**src/rtl/sram_pkg.sv**
```systemverilog
`default_nettype none

package sram_pkg;

  // sram geometry
  localparam int SRAM_AW = 10;
  localparam int SRAM_DW = 16;

  // axi4-lite geometry, 1024 words of 4 bytes
  localparam int AXI_AW = 12;
  localparam int AXI_DW = 32;
  localparam int AXI_SW = AXI_DW / 8;

  typedef logic [SRAM_AW-1:0] sram_addr_t;
  typedef logic [SRAM_DW-1:0] sram_data_t;
  typedef logic [AXI_AW-1:0]  axi_addr_t;
  typedef logic [AXI_DW-1:0]  axi_data_t;
  typedef logic [AXI_SW-1:0]  axi_strb_t;
  typedef logic [1:0]         axi_resp_t;

  // response codes used on b and r
  localparam axi_resp_t AXI_RESP_OKAY   = 2'b00;
  localparam axi_resp_t AXI_RESP_SLVERR = 2'b10;

  // one sram access, 27 bits
  typedef struct packed {
    logic       wr;
    sram_addr_t addr;
    sram_data_t wdata;
  } sram_req_t;

  // read result, only meaningful for reads
  typedef struct packed {
    sram_data_t rdata;
  } sram_rsp_t;

  typedef enum logic [2:0] {
    AXIL_IDLE,
    AXIL_WR_ACCEPT,
    AXIL_ISSUE,
    AXIL_WAIT,
    AXIL_WR_RESP,
    AXIL_RD_RESP
  } axil_state_e;

  typedef enum logic [2:0] {
    CTRL_IDLE,
    CTRL_WR_SETUP,
    CTRL_WR_STROBE,
    CTRL_WR_HOLD,
    CTRL_RD_STROBE,
    CTRL_RD_WAIT
  } ctrl_state_e;

endpackage

`default_nettype wire

```
**src/rtl/axil_sram_slave.sv**
```systemverilog
`default_nettype none

module axil_sram_slave
  import sram_pkg::*;
(
  input  logic       clk,
  input  logic       rst_n,

  // axi4-lite write channels
  input  axi_addr_t  s_awaddr,
  input  logic       s_awvalid,
  output logic       s_awready,
  input  axi_data_t  s_wdata,
  input  axi_strb_t  s_wstrb,
  input  logic       s_wvalid,
  output logic       s_wready,
  output axi_resp_t  s_bresp,
  output logic       s_bvalid,
  input  logic       s_bready,

  // axi4-lite read channels
  input  axi_addr_t  s_araddr,
  input  logic       s_arvalid,
  output logic       s_arready,
  output axi_data_t  s_rdata,
  output axi_resp_t  s_rresp,
  output logic       s_rvalid,
  input  logic       s_rready,

  // request toward the controller
  output sram_req_t  req,
  output logic       req_valid,
  input  logic       req_ready,
  input  logic       done,
  input  sram_rsp_t  rsp
);

  axil_state_e state;

  // held transaction
  sram_addr_t  addr_q;
  sram_data_t  wdata_q;
  logic        strb_ok_q;
  logic        is_wr_q;
  logic        aw_held;
  logic        w_held;
  axi_resp_t   bresp_q;
  axi_data_t   rdata_q;

  logic        aw_fire;
  logic        w_fire;
  logic        ar_fire;
  logic        aw_done;
  logic        w_done;
  logic        strb_ok;

  // aw and w are only taken once a write has been picked in idle
  assign s_awready = (state == AXIL_WR_ACCEPT) && !aw_held;
  assign s_wready  = (state == AXIL_WR_ACCEPT) && !w_held;
  // a read is taken only when no write is pending, writes win
  assign s_arready = (state == AXIL_IDLE) && s_arvalid && !s_awvalid && !s_wvalid;

  assign aw_fire = s_awvalid && s_awready;
  assign w_fire  = s_wvalid && s_wready;
  assign ar_fire = s_arvalid && s_arready;

  // a channel counts as done in the cycle of its handshake too
  assign aw_done = aw_held || aw_fire;
  assign w_done  = w_held || w_fire;

  // chip has no byte lanes, need both low strobes for a write
  assign strb_ok = w_held ? strb_ok_q : (s_wstrb[1:0] == 2'b11);

  assign req_valid = (state == AXIL_ISSUE);
  assign req       = '{wr: is_wr_q, addr: addr_q, wdata: wdata_q};

  // responses stay up until the master takes them
  assign s_bvalid = (state == AXIL_WR_RESP);
  assign s_bresp  = bresp_q;
  assign s_rvalid = (state == AXIL_RD_RESP);
  assign s_rdata  = rdata_q;
  assign s_rresp  = AXI_RESP_OKAY;

  always_ff @(posedge clk) begin
    if (!rst_n) begin
      state   <= AXIL_IDLE;
      is_wr_q <= 1'b0;
      aw_held <= 1'b0;
      w_held  <= 1'b0;
    end else begin
      case (state)
        AXIL_IDLE: begin
          if (s_awvalid || s_wvalid) begin
            state   <= AXIL_WR_ACCEPT;
            is_wr_q <= 1'b1;
          end else if (ar_fire) begin
            state   <= AXIL_ISSUE;
            is_wr_q <= 1'b0;
          end
        end
        AXIL_WR_ACCEPT: begin
          if (aw_fire) begin
            aw_held <= 1'b1;
          end
          if (w_fire) begin
            w_held <= 1'b1;
          end
          // both halves in, either go to the sram or reject right away
          if (aw_done && w_done) begin
            aw_held <= 1'b0;
            w_held  <= 1'b0;
            state   <= strb_ok ? AXIL_ISSUE : AXIL_WR_RESP;
          end
        end
        AXIL_ISSUE: begin
          if (req_ready) begin
            state <= AXIL_WAIT;
          end
        end
        AXIL_WAIT: begin
          if (done) begin
            state <= is_wr_q ? AXIL_WR_RESP : AXIL_RD_RESP;
          end
        end
        AXIL_WR_RESP: begin
          if (s_bready) begin
            state <= AXIL_IDLE;
          end
        end
        AXIL_RD_RESP: begin
          if (s_rready) begin
            state <= AXIL_IDLE;
          end
        end
        default: begin
          state <= AXIL_IDLE;
        end
      endcase
    end
  end

  // payload capture
  always_ff @(posedge clk) begin
    // byte address to word address
    if (aw_fire) begin
      addr_q <= s_awaddr[AXI_AW-1:AXI_AW-SRAM_AW];
    end else if (ar_fire) begin
      addr_q <= s_araddr[AXI_AW-1:AXI_AW-SRAM_AW];
    end
    // only the low half of the bus reaches the chip
    if (w_fire) begin
      wdata_q   <= s_wdata[SRAM_DW-1:0];
      strb_ok_q <= (s_wstrb[1:0] == 2'b11);
    end
    // b code is fixed when the write is decided
    if (state == AXIL_WR_ACCEPT && aw_done && w_done) begin
      bresp_q <= strb_ok ? AXI_RESP_OKAY : AXI_RESP_SLVERR;
    end
    // zero extend the sram word
    if (state == AXIL_WAIT && done && !is_wr_q) begin
      rdata_q <= {{(AXI_DW-SRAM_DW){1'b0}}, rsp.rdata};
    end
  end

endmodule

`default_nettype wire

```
**src/rtl/sram_ctrl.sv**
```systemverilog
`default_nettype none

module sram_ctrl
  import sram_pkg::*;
(
  input  logic       clk,
  input  logic       rst_n,

  // request from the slave
  input  sram_req_t  req,
  input  logic       req_valid,
  output logic       req_ready,
  output logic       done,
  output sram_rsp_t  rsp,

  // toward the pad block
  output sram_addr_t pad_addr,
  output sram_data_t pad_wr_data,
  output logic       pad_wr_en,
  output logic       pad_we_n,
  output logic       pad_oe_n,
  input  logic       pad_rd_valid,
  input  sram_data_t pad_rd_data
);

  ctrl_state_e state;
  sram_req_t   req_q;

  // marks the second cycle of the oe strobe
  logic        rd_cnt;
  // write completion, one cycle after hold
  logic        done_wr;
  // first returning sample ends the read
  logic        rd_hit;

  assign req_ready = (state == CTRL_IDLE);
  assign rd_hit    = (state == CTRL_RD_WAIT) && pad_rd_valid;
  assign done      = done_wr || rd_hit;

  // pad block holds the captured word until the next oe sample
  assign rsp = '{rdata: pad_rd_data};

  // address and write data stay put for the whole access
  assign pad_addr    = req_q.addr;
  assign pad_wr_data = req_q.wdata;

  // bus driven through setup, strobe and hold
  assign pad_wr_en = (state == CTRL_WR_SETUP) ||
                     (state == CTRL_WR_STROBE) ||
                     (state == CTRL_WR_HOLD);
  // we and oe come from different states, never low together
  assign pad_we_n = (state != CTRL_WR_STROBE);
  assign pad_oe_n = (state != CTRL_RD_STROBE);

  always_ff @(posedge clk) begin
    if (!rst_n) begin
      state   <= CTRL_IDLE;
      rd_cnt  <= 1'b0;
      done_wr <= 1'b0;
    end else begin
      done_wr <= (state == CTRL_WR_HOLD);
      case (state)
        CTRL_IDLE: begin
          if (req_valid) begin
            state <= req.wr ? CTRL_WR_SETUP : CTRL_RD_STROBE;
          end
        end
        // one cycle each for setup, we low and hold
        CTRL_WR_SETUP: begin
          state <= CTRL_WR_STROBE;
        end
        CTRL_WR_STROBE: begin
          state <= CTRL_WR_HOLD;
        end
        CTRL_WR_HOLD: begin
          state <= CTRL_IDLE;
        end
        // oe low for two cycles
        CTRL_RD_STROBE: begin
          rd_cnt <= !rd_cnt;
          if (rd_cnt) begin
            state <= CTRL_RD_WAIT;
          end
        end
        // wait out the pad register stage
        CTRL_RD_WAIT: begin
          if (pad_rd_valid) begin
            state <= CTRL_IDLE;
          end
        end
        default: begin
          state <= CTRL_IDLE;
        end
      endcase
    end
  end

  // latch the request on the handshake
  always_ff @(posedge clk) begin
    if (req_valid && req_ready) begin
      req_q <= req;
    end
  end

endmodule

`default_nettype wire

```
**src/rtl/sram_pad_io.sv**
```systemverilog
`default_nettype none

module sram_pad_io
  import sram_pkg::*;
(
  input  logic       clk,
  input  logic       rst_n,

  // controller side
  input  sram_addr_t pad_addr,
  input  sram_data_t pad_wr_data,
  input  logic       pad_wr_en,
  input  logic       pad_we_n,
  input  logic       pad_oe_n,
  output logic       pad_rd_valid,
  output sram_data_t pad_rd_data,

  // chip side, data bus split into out, enable and in
  output sram_addr_t sram_addr,
  output sram_data_t sram_wr_data,
  output logic       sram_data_oe,
  output logic       sram_we_n,
  output logic       sram_oe_n,
  output logic       sram_ce_n,
  input  sram_data_t sram_rd_data
);

  sram_addr_t addr_q;
  sram_data_t wr_data_q;
  logic       data_oe_q;
  logic       we_n_q;
  logic       oe_n_q;

  // chip stays deselected while in reset so it cannot fight the bus
  assign sram_ce_n = !rst_n;

  assign sram_addr    = addr_q;
  assign sram_wr_data = wr_data_q;
  assign sram_data_oe = data_oe_q;
  assign sram_we_n    = we_n_q;
  assign sram_oe_n    = oe_n_q;

  // strobes and bus drive forced inactive in reset
  always_ff @(posedge clk) begin
    if (!rst_n) begin
      data_oe_q <= 1'b0;
      we_n_q    <= 1'b1;
      oe_n_q    <= 1'b1;
    end else begin
      data_oe_q <= pad_wr_en;
      we_n_q    <= pad_we_n;
      oe_n_q    <= pad_oe_n;
    end
  end

  // address and data follow one cycle later
  always_ff @(posedge clk) begin
    addr_q    <= pad_addr;
    wr_data_q <= pad_wr_data;
  end

  // one valid per edge that saw oe low on the pin
  always_ff @(posedge clk) begin
    if (!rst_n) begin
      pad_rd_valid <= 1'b0;
    end else begin
      pad_rd_valid <= !oe_n_q;
    end
  end

  // read sample, held between captures
  always_ff @(posedge clk) begin
    if (!oe_n_q) begin
      pad_rd_data <= sram_rd_data;
    end
  end

endmodule

`default_nettype wire

```
**src/rtl/sram_subsys_top.sv**
```systemverilog
`default_nettype none

module sram_subsys_top
  import sram_pkg::*;
(
  input  logic       clk,
  input  logic       rst_n,

  // axi4-lite slave port
  input  axi_addr_t  s_awaddr,
  input  logic       s_awvalid,
  output logic       s_awready,
  input  axi_data_t  s_wdata,
  input  axi_strb_t  s_wstrb,
  input  logic       s_wvalid,
  output logic       s_wready,
  output axi_resp_t  s_bresp,
  output logic       s_bvalid,
  input  logic       s_bready,
  input  axi_addr_t  s_araddr,
  input  logic       s_arvalid,
  output logic       s_arready,
  output axi_data_t  s_rdata,
  output axi_resp_t  s_rresp,
  output logic       s_rvalid,
  input  logic       s_rready,

  // sram pins
  output sram_addr_t sram_addr,
  output sram_data_t sram_wr_data,
  output logic       sram_data_oe,
  input  sram_data_t sram_rd_data,
  output logic       sram_we_n,
  output logic       sram_oe_n,
  output logic       sram_ce_n
);

  // slave to controller
  sram_req_t  req;
  logic       req_valid;
  logic       req_ready;
  logic       done;
  sram_rsp_t  rsp;

  // controller to pads
  sram_addr_t pad_addr;
  sram_data_t pad_wr_data;
  logic       pad_wr_en;
  logic       pad_we_n;
  logic       pad_oe_n;
  logic       pad_rd_valid;
  sram_data_t pad_rd_data;

  axil_sram_slave i_axil_sram_slave (
    .clk       (clk),
    .rst_n     (rst_n),
    .s_awaddr  (s_awaddr),
    .s_awvalid (s_awvalid),
    .s_awready (s_awready),
    .s_wdata   (s_wdata),
    .s_wstrb   (s_wstrb),
    .s_wvalid  (s_wvalid),
    .s_wready  (s_wready),
    .s_bresp   (s_bresp),
    .s_bvalid  (s_bvalid),
    .s_bready  (s_bready),
    .s_araddr  (s_araddr),
    .s_arvalid (s_arvalid),
    .s_arready (s_arready),
    .s_rdata   (s_rdata),
    .s_rresp   (s_rresp),
    .s_rvalid  (s_rvalid),
    .s_rready  (s_rready),
    .req       (req),
    .req_valid (req_valid),
    .req_ready (req_ready),
    .done      (done),
    .rsp       (rsp)
  );

  sram_ctrl i_sram_ctrl (
    .clk          (clk),
    .rst_n        (rst_n),
    .req          (req),
    .req_valid    (req_valid),
    .req_ready    (req_ready),
    .done         (done),
    .rsp          (rsp),
    .pad_addr     (pad_addr),
    .pad_wr_data  (pad_wr_data),
    .pad_wr_en    (pad_wr_en),
    .pad_we_n     (pad_we_n),
    .pad_oe_n     (pad_oe_n),
    .pad_rd_valid (pad_rd_valid),
    .pad_rd_data  (pad_rd_data)
  );

  sram_pad_io i_sram_pad_io (
    .clk          (clk),
    .rst_n        (rst_n),
    .pad_addr     (pad_addr),
    .pad_wr_data  (pad_wr_data),
    .pad_wr_en    (pad_wr_en),
    .pad_we_n     (pad_we_n),
    .pad_oe_n     (pad_oe_n),
    .pad_rd_valid (pad_rd_valid),
    .pad_rd_data  (pad_rd_data),
    .sram_addr    (sram_addr),
    .sram_wr_data (sram_wr_data),
    .sram_data_oe (sram_data_oe),
    .sram_we_n    (sram_we_n),
    .sram_oe_n    (sram_oe_n),
    .sram_ce_n    (sram_ce_n),
    .sram_rd_data (sram_rd_data)
  );

endmodule

`default_nettype wire

```
**config.mk**
```make
export PLATFORM = sky130hd
export DESIGN_NAME = sram_subsys_top
export DESIGN_NICKNAME = d
export VERILOG_FILES = /design/src/rtl/sram_pkg.sv /design/src/rtl/axil_sram_slave.sv /design/src/rtl/sram_ctrl.sv /design/src/rtl/sram_pad_io.sv /design/src/rtl/sram_subsys_top.sv
export SDC_FILE = /design/constraint.sdc
export NUM_CORES = 1
export LEC_CHECK = 0
export ABC_AREA = 0
export BUFFER_PORTS_ARGS = -buffer_cell sky130_fd_sc_hd__buf_2
export CORE_MARGIN = 4
export CORE_UTILIZATION = 52
export CTS_CLUSTER_DIAMETER = 80
export CTS_CLUSTER_SIZE = 25
export DETAILED_ROUTE_END_ITERATION = 8
export GPL_ROUTABILITY_DRIVEN = 0
export PLACE_DENSITY = 0.83
export RECOVER_POWER = 100
export SYNTH_ARGS = -nofsm -noshare
export SYNTH_HDL_FRONTEND = slang
export SYNTH_SLANG_ARGS = --single-unit
```
**constraint.sdc**
```tcl
create_clock -name clk -period 4.9 [get_ports clk]
set_clock_uncertainty 0.1 [all_clocks]
set_input_delay 0.98 -clock clk [delete_from_list [all_inputs] [get_ports clk]]
set_output_delay 0.98 -clock clk [all_outputs]
set_load 0.02 [all_outputs]
```
-- Word level (Yosys, flattened, before mapping)
Cells that the tools add are included.
- equality and inequality tests: 22
- multiplexer cells: 25
- reduce and logical (&&, ||, !) cells: 40
- operator list (operator ; count):
    3-bit 2-to-1 mux ; 12
    10-bit 2-to-1 mux ; 2
    3-bit case mux with 6 select lines ; 1
    1-bit logical AND ; 15
    3-bit case mux with 5 select lines ; 1
    3-bit by 2-bit == test with 1-bit output, second input constant ; 4
    3-bit == test, second input constant ; 4
    2-bit by 1-bit inequality test with 1-bit output, second input constant ; 6
    1-bit zero test ; 8
    1-bit 2-to-1 mux ; 8
    2-bit nonzero test ; 4
    3-bit by 1-bit == test with 1-bit output, second input constant ; 2
    3-bit zero test ; 2
    1-bit logical OR ; 6
    3-bit by 2-bit inequality test with 1-bit output, second input constant ; 2
    2-bit AND reduction ; 3
    6-bit AND reduction ; 1
    2-bit inequality test, second input constant ; 2
    3-bit inequality test, second input constant ; 1
    3-bit AND reduction ; 1
    2-bit == test, second input constant ; 1
    2-bit 2-to-1 mux ; 1
- register bits after elaboration: 128
- input bits: 83
- output and inout port bits: 71
- word-level logic and storage cells: 108

-- Logic depth before layout (Yosys ltp)
Gate-level depths: netlist of the first run.
- depth after elaboration: 8
- gate-level depth with buffers: 6
- depth with buffers taken out: 4

-- Modules after synthesis
A second synthesis of the first run with hierarchy kept.
- cell total of the unflattened synthesis: 265
- area, all modules: 4405.5 um2
- modules (own cells, without submodules) (module ; times used ; cells an instance ; area an instance (um2) ; seq. area each (um2)):
    axil_sram_slave ; 1 ; 141 ; 2109.5 ; 1441.4
    sram_ctrl ; 1 ; 72 ; 1178.6 ; 880.8
    sram_pad_io ; 1 ; 52 ; 1117.3 ; 1081.0

-- Least setup slack after synthesis of the first run
No wires, ideal clock.
- kind: input-to-output
- from: input s_awvalid
- to: output s_arready
- arrival: 1609 ps
- slack: 2211 ps
- cell stages on the path: 2
- cells stage by stage: or2_2 nor2_1
- cells in the longest elaborated chain, start to end: 3
- RTL lines (element ; RTL line ; source):
    start: declaration ; sram_subsys_top.sv:11 ; input logic s_awvalid,
    1-bit zero test ; axil_sram_slave.sv:61 ; assign s_arready = (state == AXIL_IDLE) && s_arvalid && !s_awvalid && !s_wvalid;
    1-bit logical AND (2 in series) ; axil_sram_slave.sv:61 ;
    end: declaration ; sram_subsys_top.sv:22 ; output logic s_arready,
Every way passes these cells.

-- Final worst setup path of the first run
- from: register i_axil_sram_slave.state[0]
- to: output s_wready
- cells in the longest elaborated chain, start to end: 2
- RTL lines (element ; RTL line ; source):
    start: declaration ; axil_sram_slave.sv:38 ; axil_state_e state;
    start signal: assignment ; axil_sram_slave.sv:112 ; state <= strb_ok ? AXIL_ISSUE : AXIL_WR_RESP;
    start signal: assignment ; axil_sram_slave.sv:122 ; state <= is_wr_q ? AXIL_WR_RESP : AXIL_RD_RESP;
    3-bit by 1-bit == test with 1-bit output ; axil_sram_slave.sv:59 ; assign s_wready = (state == AXIL_WR_ACCEPT) && !w_held;
    1-bit logical AND ; axil_sram_slave.sv:59 ;
    end: declaration ; sram_subsys_top.sv:16 ; output logic s_wready,
Every way passes these cells.

==> key figures, run 1 <==
Timing
  • Worst slew pin tran: between 2000 and 2500 ps
  • Max Clk Rate: approximately 330 MHz
  • Final setup fails: 0
  • Slew headroom: -0.412
  • Min cycle time layout: 3070 ps
  • Setup ws final: approximately 1800 ps
  • Hold Fails Final Rpt: 0
  • RSZ-0062 raised after global routing: false
  • Setup TNS: 0 ps
  • Final Cycle Share: 0.628
  • Max-slew violations: 17

Placed design
  • Post-DP HPWL: around 5300 um
  • DP Worst Slack: around 2000 ps
  • Port bufs: between 100 and 150
  • Placed inst area: around 4800 um^2

GRT
  • Gr usage total: 0.166
  • Pin count of the biggest net entering global routing: 27
  • Vias in the first global route: about 2300
  • Initial antenna violation count: 0
  • Total gr overflow: 0
  • First-pass GRT wire length: approximately 12000 um

Yosys
  • Cell taking the most area after synthesis: edfxtp_1
  • Yosys cell types: 40
  • Top cells by area, synth: edfxtp_1 61%, dfxtp_1 19%, buf_4 3.4%
  • Sequential area share after synthesis: 0.804
  • Post-synth top area share: 0.610
  • Top FF cell, synth: edfxtp_1
  • Number of enable flip-flop cells after synthesis: 86
  • Yosys reg bits: 127
  • Yosys warnings: 0
  • Syn Area/Cell: around 17 um^2
  • FFs w/ async S/R, synth: 0
  • Post-synthesis cell count: roughly 250
  • Mapped cell area: 4230 um^2

Clock tree
  • CTS tree: yes
  • Clk buf depth: 2
  • Cts repair resizes: 0
  • # hold bufs at CTS: 0
  • Clk sinks: between 100 and 150
  • Post-CTS Setup Bufs: 0
  • Root Driver: clkbuf_8
  • Worst skew pair latency: between 400 and 500 ps
  • Num CTS Buffers: 17
  • Worst-path clk slew: 60 ps
  • H-tree levels: 4

Routing
  • Antenna-violating nets left: 0
  • Vias per cell: around 4.7
  • DRC: 0
  • Vias: 2308
  • DR WL/cell: around 15 um
  • DRT Pass-1 Iters: 4
  • Final WL: 7530 um
  • Initial DRC Count: 72

Layout
  • Post-route cell area: approximately 5300 um^2
  • Share of cells above drive strength 1: 0.250
  • Inserted Diodes: 0
  • Final nets: 454
  • Area delta synth->final: 24.0%

Run status
  • Failing checks: max-capacitance violations, max-slew violations
  • Outcome: complete, but fails checks

Power
  • Power per cell area: 560 nW/um^2
  • Leak pwr: between 1.5 and 2 nW
  • Sw power: about 0.8 mW
  • Power consumption: slightly below 3 mW
  • Internal Power: about 2.1 mW
  • Worst vdd ir: around 0.26 mV
  • Sequential Power Share: 0.490
  • Switching part of the total power: 0.273
  • Clock Power Share: 0.378
  • Comb power frac: 0.133

Floorplan
  • Initial Util: 0.542
  • # rows: 32
  • DIE AREA: 9650 um^2
  • Io pins: 154
  • Core Area: roughly 7800 um^2
  • Die width: 98.2 um
  • Die height: 98.2 um

Critical path
  • CP Capture Type: output port
  • Required @ worst endpoint: ~3800 ps
  • Reg2Reg Depth: 3
  • Maximum fanout along the worst path: 11
  • Crit path DAT: just under 2000 ps
  • Worst setup SP type: flop
  • Kind of critical path: flop to output port

Hold path
  • Hold crit path type: flop to flop
  • Hold path cells: 0

Flow run
  • Max Cap Violations: 1
==> stage by stage <==
stage                      util  cells  hold slack (ps)
after floorplan               -    266              223
after global placement    0.617    454              224
after detailed placement  0.617    454              227
after CTS                 0.687    486              240
after global routing      0.673    486              242
final                     0.673    486              239
==> cell type report <==
cell class                 count  area, um^2
fill                         587        2560
multi-input combinational    109         668
inverter                       3        11.3
sequential                   127        3400
clock inverter                14         105
timing repair buffer         113         497
clock buffer                  18         439
tap                          102         128
==> path summary, 6_finish.rpt <==
| check | end | slack [ps] | start |
|---|---|---|---|
| setup / recovery | s_wready | 1830 | i_axil_sram_slave.state[0] |
| hold / removal | i_sram_pad_io.sram_addr[8] | 240 | i_sram_ctrl.pad_addr[8] |
| setup reg to reg | i_axil_sram_slave.s_rdata[15] | 1950 | i_sram_ctrl.state[2] |
| hold reg to reg | i_sram_pad_io.sram_addr[8] | 240 | i_sram_ctrl.pad_addr[8] |
==> logic make-up (layout without fill, tap and decap cells) <==
family	count (synthesis)	in the layout	synth area share
buffers and inverters	30	148	0.0473
AND/OR/NAND/NOR	51	51	0.0653
XOR/XNOR	2	2	0.00414
other	1	19	0.000886
flip-flops	127	127	0.804
AO/OA/AOI/OAI	25	25	0.0393
multiplexers	12	12	0.0393
==> per-layer routing <==
metal | GRT usage | up-vias | wire (um)
met1 | 0.184 | 1107 | 2770
met5 | 0 | - | 0
met4 | 0.0662 | 0 | 65
li1 | - | 1116 | -
met3 | 0.0536 | 6 | 428
met2 | 0.295 | 79 | 4260
==> cell usage after synthesis (all sizes together), types with 3 or more instances <==
master / count
clkbuf: 5
a21oi: 7
nand2: 6
a211oi: 5
buf: 22
dfxtp: 41
nand2b: 4
nor2: 20
and2: 3
edfxtp: 86
nor3: 6
mux2: 10
o21ai: 5
==> registers in the layout (all words and copies together) (netlist names), 3 cells and up <==
| name | flops |
|---|---|
| i_sram_ctrl.pad_wr_data | 16 |
| i_sram_pad_io.pad_rd_data | 16 |
| i_sram_pad_io.sram_wr_data | 16 |
| i_axil_sram_slave.wdata_q | 16 |
| i_sram_pad_io.sram_addr | 10 |
| i_sram_ctrl.state | 3 |
| i_sram_ctrl.pad_addr | 10 |
| i_axil_sram_slave.state | 3 |
| i_axil_sram_slave.addr_q | 10 |
| i_axil_sram_slave.s_rdata | 16 |
==> worst max-delay path, cell delays in order (launching register included) <==
cell	delay, ps
dfxtp_1	510
or3b_1	550
nor2_1	190
clkbuf_1	270
==> power by group through the flow <==
stage	Clock, mW	Combinational [mW]	Sequential [mW]
after floorplan	0	0.286	1.47
after global placement	0	0.415	1.44
after detailed placement	0	0.426	1.46
after CTS	1.13	0.429	1.44
after global routing	1.20	0.431	1.46
final	1.11	0.391	1.44
==> layout by cell type, fill, tap and decap left out, drive strengths merged, types with 7 or more instances in the layout <==
cell type and n:
clkbuf 73, dfxtp 41, inv 7, clkinv 8
edfxtp 86, nor2 20, conb 19, a21oi 7
mux2 10, buf 58
(Power assumes the default switching activity.)
==> run 2, diff against run 1 <==
CORE_UTILIZATION = 49   (was 52)
PLACE_DENSITY = 0.79   (was 0.83)
clock period = 3.17 ns   (was 4.9 ns; I/O delays follow)
==> key figures, run 2 (synthesis gave the netlist of run 1 again) <==
Critical path
  • Worst flop-to-flop path endpoint: i_sram_ctrl.pad_addr[2]
  • Worst setup path endpoint: s_wready
  • Crit path DAT: 1980 ps (about the same)
  • FF-to-FF setup slack: 520 ps (-1430 ps)
  • Kind of critical path: flop to output port
  • Reg-to-reg startpoint: i_axil_sram_slave.state[1]
  • Crit path launch: i_axil_sram_slave.state[0]
  • CP Capture Type: output port
  • Maximum fanout along the worst path: 11 (unchanged)
  • Worst setup SP type: flop
  • Reg2Reg Depth: 3 (unchanged)
  • Required @ worst endpoint: 2440 ps (-1380 ps)

GRT
  • Vias in the first global route: 2228 (-4.5%)
  • First-pass GRT wire length: 11100 um (-7.5%)
  • Pin count of the biggest net entering global routing: 27 (unchanged)
  • Initial antenna violation count: 0 (unchanged)
  • Gr usage total: 0.149 (-0.0167)
  • Total gr overflow: 0 (unchanged)

Timing
  • Setup TNS: 0 ps (unchanged)
  • Final Cycle Share: 0.856
  • Max-slew violations: 0 (-17)
  • Min cycle time layout: ~2700 ps
  • RSZ-0062 raised after global routing: false
  • Max Clk Rate: 369 MHz
  • Fin Hold WS: 208 ps (-30.5 ps)
  • Slew headroom: 0.109 (+0.521)
  • Worst slew pin tran: 1340 ps (-766 ps)
  • Final setup fails: 0 (unchanged)
  • Setup ws final: 458 ps (-1370 ps)
  • Hold Fails Final Rpt: 0 (unchanged)

Power
  • Sequential Power Share: 0.481 (-0.009)
  • Comb power frac: 0.128 (-0.005)
  • Internal Power: 3.37 mW (+57%)
  • Leak pwr: 2.00 nW (+0.59%)
  • Clock Power Share: 0.391 (+0.013)
  • Switching part of the total power: 0.270 (-0.00214)
  • Power consumption: 4.62 mW (+57%)
  • Worst vdd ir: 0.465 mV (+80%)
  • Sw power: 1.25 mW (+56%)
  • Power per cell area: 874 nW/um^2 (+56%)

Routing
  • Final WL: 7330 um (-2.7%)
  • DRT Pass-1 Iters: 4 (unchanged)
  • DR WL/cell: 15.0 um (-3.5%)
  • Vias: 2274 (-1.5%)
  • Initial DRC Count: 53 (-26%)
  • DRC: 0 (unchanged)
  • Vias per cell: 4.64 (-2.3%)
  • Antenna-violating nets left: 0 (unchanged)

Floorplan
  • Io pins: 154 (unchanged)
  • # rows: 33 (+3.1%)
  • Core Area: 8300 um^2 (+6.3%)
  • Die height: 101 um (+2.8%)
  • Initial Util: 0.510 (-0.0321)
  • Die width: 101 um (+2.8%)
  • DIE AREA: 10200 um^2 (+5.6%)

Clock tree
  • Root Driver: clkbuf_8
  • Cts repair resizes: 0 (unchanged)
  • H-tree levels: 4 (unchanged)
  • Post-CTS Setup Bufs: 0 (unchanged)
  • Worst-path clk slew: 60 ps (about the same)
  • Clk buf depth: 2 (unchanged)
  • CTS tree: yes
  • Worst skew pair latency: 500 ps (about the same)
  • Clk sinks: 127 (unchanged)
  • Num CTS Buffers: 17 (unchanged)
  • # hold bufs at CTS: 0 (unchanged)

Run status
  • Outcome: finished, final reports clean

Hold path
  • Hold crit path type: input port to flop

Layout
  • Commonest non-fill, non-tap cell in the layout: edfxtp_1
  • Util after Layout: 0.637 (-0.0358)
  • Fin cells: 490 (+0.82%)
  • Final nets: 455 (+0.22%)
  • Area delta synth->final: 24.8%
  • Post-route cell area: 5290 um^2 (+0.64%)
  • Share of cells above drive strength 1: 0.247 (-0.00325)
  • Inserted Diodes: 0 (unchanged)
  • Most frequent cells in the layout: 86 x edfxtp_1, 58 x buf_2, 56 x clkbuf_1

Flow run
  • Max Cap Violations: 0 (-1)

Placed design
  • # placed instances: 458 (+0.88%)
  • Placed inst area: 4830 um^2 (+0.23%)
  • Post-DP HPWL: 5320 um (about the same)
  • DP Worst Slack: 730 ps (-1290 ps)
  • Port bufs: 112 (unchanged)
==> run 2: worst min path at each step <==
| stage | cells past startpoint | slack [ps] | endpoint | start |
|---|---|---|---|---|
| 6_report | 1 | 210 | i_axil_sram_slave.wdata_q[4] | s_wdata[4] |
| 5_1_grt | 1 | 170 | i_axil_sram_slave.wdata_q[15] | s_wdata[15] |
| 4_1_cts | 1 | 170 | i_axil_sram_slave.wdata_q[4] | s_wdata[4] |
| 3_5_place_dp | 0 | 230 | i_sram_pad_io.sram_addr[8] | i_sram_ctrl.pad_addr[8] |
| 3_3_place_gp | 0 | 220 | i_sram_pad_io.sram_addr[2] | i_sram_ctrl.pad_addr[2] |
| 2_1_floorplan | 0 | 220 | i_sram_pad_io.sram_addr[0] | i_sram_ctrl.pad_addr[0] |
==> run 2: power by group through the flow <==
stage,clock (mW),sequential (mW),combinational (mW)
finish,1.80,2.22,0.590
global route,1.95,2.25,0.648
CTS,1.85,2.22,0.653
detailed placement,0,2.25,0.649
global placement,0,2.23,0.641
floorplan,0,2.27,0.442
==> run 2: area by class of cell <==
class	count	area (um^2)
flip-flops and latches	127	3400
fillers	658	3010
multi-input cells	109	664
repair buffers	114	500
clock buffers	19	464
well taps	105	131
clock inverters	13	110
inverters	3	11.3
==> run 2: routing by layer <==
metal  global-route usage  up-vias  wire, um
met3               0.0443        6       283
met2                0.260       53      4160
met4               0.0695        0       107
met1                0.167     1096      2780
met5                    0        -         0
li1                     -     1119         -
==> run 2: critical path, cell delays in order (launching register included) <==
cell and delay [ps]:
dfxtp_1 500, or3b_1 540, nor2_1 170, clkbuf_1 270
==> run 3, diff against run 2 <==
CAP_MARGIN = 20   (was default)
CTS_CLUSTER_SIZE = 14   (was 25)
clock period = 3 ns   (was 3.17 ns; I/O delays follow)
==> key figures, run 3 (synthesis gave the netlist of run 1 again) <==
Critical path
  • CP peak stage delay: 540 ps (about the same)
  • Crit path launch: i_axil_sram_slave.state[0]
  • Slowest-stage cell, CP: or3b_1
  • Reg-to-reg startpoint: i_axil_sram_slave.state[0]
  • FF-to-FF setup slack: 370 ps (-150 ps)
  • Cell family with the largest share of critical-path delay: simple AND/OR/NAND/NOR gates
  • Crit path DAT: 2000 ps (+20 ps)
  • Maximum fanout along the worst path: 11 (unchanged)
  • Worst setup path endpoint: s_wready
  • CP Cell Sequence: or3b_1, nor2_1, clkbuf_1
  • CP Capture Type: output port
  • Critical Path Stages: 3 (unchanged)
  • Worst flop-to-flop path endpoint: i_axil_sram_slave.addr_q[2]
  • Kind of critical path: flop to output port
  • Buf/Inv on CP: 1 (unchanged)
  • Worst setup SP type: flop
  • Reg2Reg Depth: 5 (+2)
  • Required @ worst endpoint: 2300 ps (-140 ps)

Routing
  • Vias: 2258 (-0.70%)
  • Initial DRC Count: 81 (+53%)
  • Final WL: 7370 um (+0.48%)
  • DRT Pass-1 Iters: 4 (unchanged)
  • Antenna-violating nets left: 0 (unchanged)
  • DR WL/cell: 15.0 um (+0.27%)
  • Vias per cell: 4.60 (-0.91%)
  • DRC: 0 (unchanged)

Placed design
  • Port bufs: 112 (unchanged)
  • Post-DP HPWL: 5230 um (-1.8%)
  • DP Worst Slack: 711 ps (-19.7 ps)
  • Placed inst area: 4830 um^2 (+0.16%)

Layout
  • Final nets: 456 (+0.22%)
  • Share of cells above drive strength 1: 0.254 (+0.00713)
  • Post-route cell area: 5270 um^2 (-0.28%)
  • Inserted Diodes: 0 (unchanged)
  • Area delta synth->final: 24.5%
  • Most frequent cells in the layout: 86 x edfxtp_1, 59 x buf_2, 55 x clkbuf_1
  • Fill count: 656 (-0.30%)
  • Commonest non-fill, non-tap cell in the layout: edfxtp_1

Hold path
  • Hold crit path type: input port to flop
  • Hold Path Origin: sram_rd_data[3]

Floorplan
  • # rows: 33 (unchanged)
  • DIE AREA: 10200 um^2 (unchanged)
  • Initial Util: 0.510 (unchanged)
  • Die width: 101 um (unchanged)
  • Die height: 101 um (unchanged)
  • Io pins: 154 (unchanged)
  • Core Area: 8300 um^2 (unchanged)

Power
  • Sequential Power Share: 0.484 (+0.003)
  • Comb power frac: 0.132 (+0.004)
  • Sw power: 1.36 mW (+9.3%)
  • Power consumption: 4.84 mW (+4.9%)
  • Internal Power: 3.48 mW (+3.2%)
  • Power per cell area: 919 nW/um^2 (+5.2%)
  • Clock Power Share: 0.384 (-0.007)
  • Switching part of the total power: 0.282 (+0.0114)
  • Worst vdd ir: 0.442 mV (-5.1%)
  • Leak pwr: 2.01 nW (about the same)

Run status
  • Outcome: finished, final reports clean

Clock tree
  • Root Driver: clkbuf_8
  • # hold bufs at CTS: 0 (unchanged)
  • Post-CTS Setup Bufs: 0 (unchanged)
  • Num CTS Buffers: 17 (unchanged)
  • H-tree levels: 4 (unchanged)
  • Cts repair resizes: 0 (unchanged)
  • Clk buf depth: 2 (unchanged)
  • Worst skew pair latency: 490 ps (about the same)
  • Clk sinks: 127 (unchanged)
  • Worst-path clk slew: 60 ps (about the same)
  • CTS tree: yes

Timing
  • Slew headroom: 0.281 (+0.172)
  • Final Cycle Share: 0.899
  • Min cycle time layout: 2700 ps
  • Worst slew pin tran: 1080 ps (-259 ps)
  • Hold Fails Final Rpt: 0 (unchanged)
  • Setup TNS: 0 ps (unchanged)
  • Setup ws final: 303 ps (-155 ps)
  • Final setup fails: 0 (unchanged)
  • Max Clk Rate: ~370 MHz
  • RSZ-0062 raised after global routing: false
  • Max-slew violations: 0 (unchanged)

Flow run
  • Max Cap Violations: 0 (unchanged)

GRT
  • Vias in the first global route: 2292 (+2.9%)
  • First-pass GRT wire length: 11000 um (-0.62%)
  • Gr usage total: 0.147 (-0.00229)
  • Pin count of the biggest net entering global routing: 27 (unchanged)
  • Total gr overflow: 0 (unchanged)
  • Initial antenna violation count: 0 (unchanged)
==> run 3: cell count changes in the layout (fill, tap and decap cells not counted) <==
cell	before	now
o21ai_1	1	0
clkinv_4	3	2
clkbuf_1	56	55
clkbuf_16	18	16
mux2_4	0	1
clkbuf_2	0	1
buf_2	58	59
o21ai_0	4	5
mux2_1	9	8
inv_8	1	4
==> run 3: worst min-delay path by stage <==
stage | to | slack, ps | depth (start not counted)
after detailed placement | i_sram_pad_io.sram_addr[2] | 230 | 0
after global placement | i_sram_pad_io.sram_addr[5] | 220 | 0
after global routing | i_axil_sram_slave.wdata_q[1] | 150 | 1
final | i_sram_pad_io.pad_rd_data[3] | 180 | 1
after CTS | i_sram_pad_io.pad_rd_data[3] | 150 | 1
after floorplan | i_sram_pad_io.sram_addr[0] | 220 | 0
==> run 3: cell type report <==
class	count	area [um^2]	area share
inverters	3	11.3	0.00214
well taps	105	131	0.0249
flip-flops and latches	127	3400	0.646
repair buffers	115	507	0.0962
multi-input cells	109	668	0.127
clock inverters	15	135	0.0256
clock buffers	17	414	0.0786
==> run 3: worst reg2reg max path, cell delays in order (launching register included) <==
cell,delay [ps]
dfxtp_1,490
or3b_1,540
nor2_8,130
nand2_1,350
o21ai_0,190
clkbuf_1,450
==> run 3: routing by layer <==
metal / part of all wire / GRT usage
met5: 0 / 0
met4: 0.012 / 0.0706
met3: 0.044 / 0.0318
met2: 0.57 / 0.270
met1: 0.37 / 0.159
==> run 3: power groups by stage <==
stage               combinational, mW  sequential [mW]  clock (mW)
finish                          0.641             2.34        1.86
global route                    0.702             2.37        2.00
CTS                             0.706             2.34        1.90
detailed placement              0.699             2.38           0
global placement                0.686             2.35           0
floorplan                       0.467             2.40           0
==> run 3: metrics by stage <==
stage / cells / util / hold WS [ps]
2_1_floorplan: 266 / - / 223
3_3_place_gp: 459 / 0.583 / 224
3_5_place_dp: 459 / 0.583 / 227
4_1_cts: 491 / 0.649 / 149
5_1_grt: 491 / 0.635 / 148
6_report: 491 / 0.635 / 177
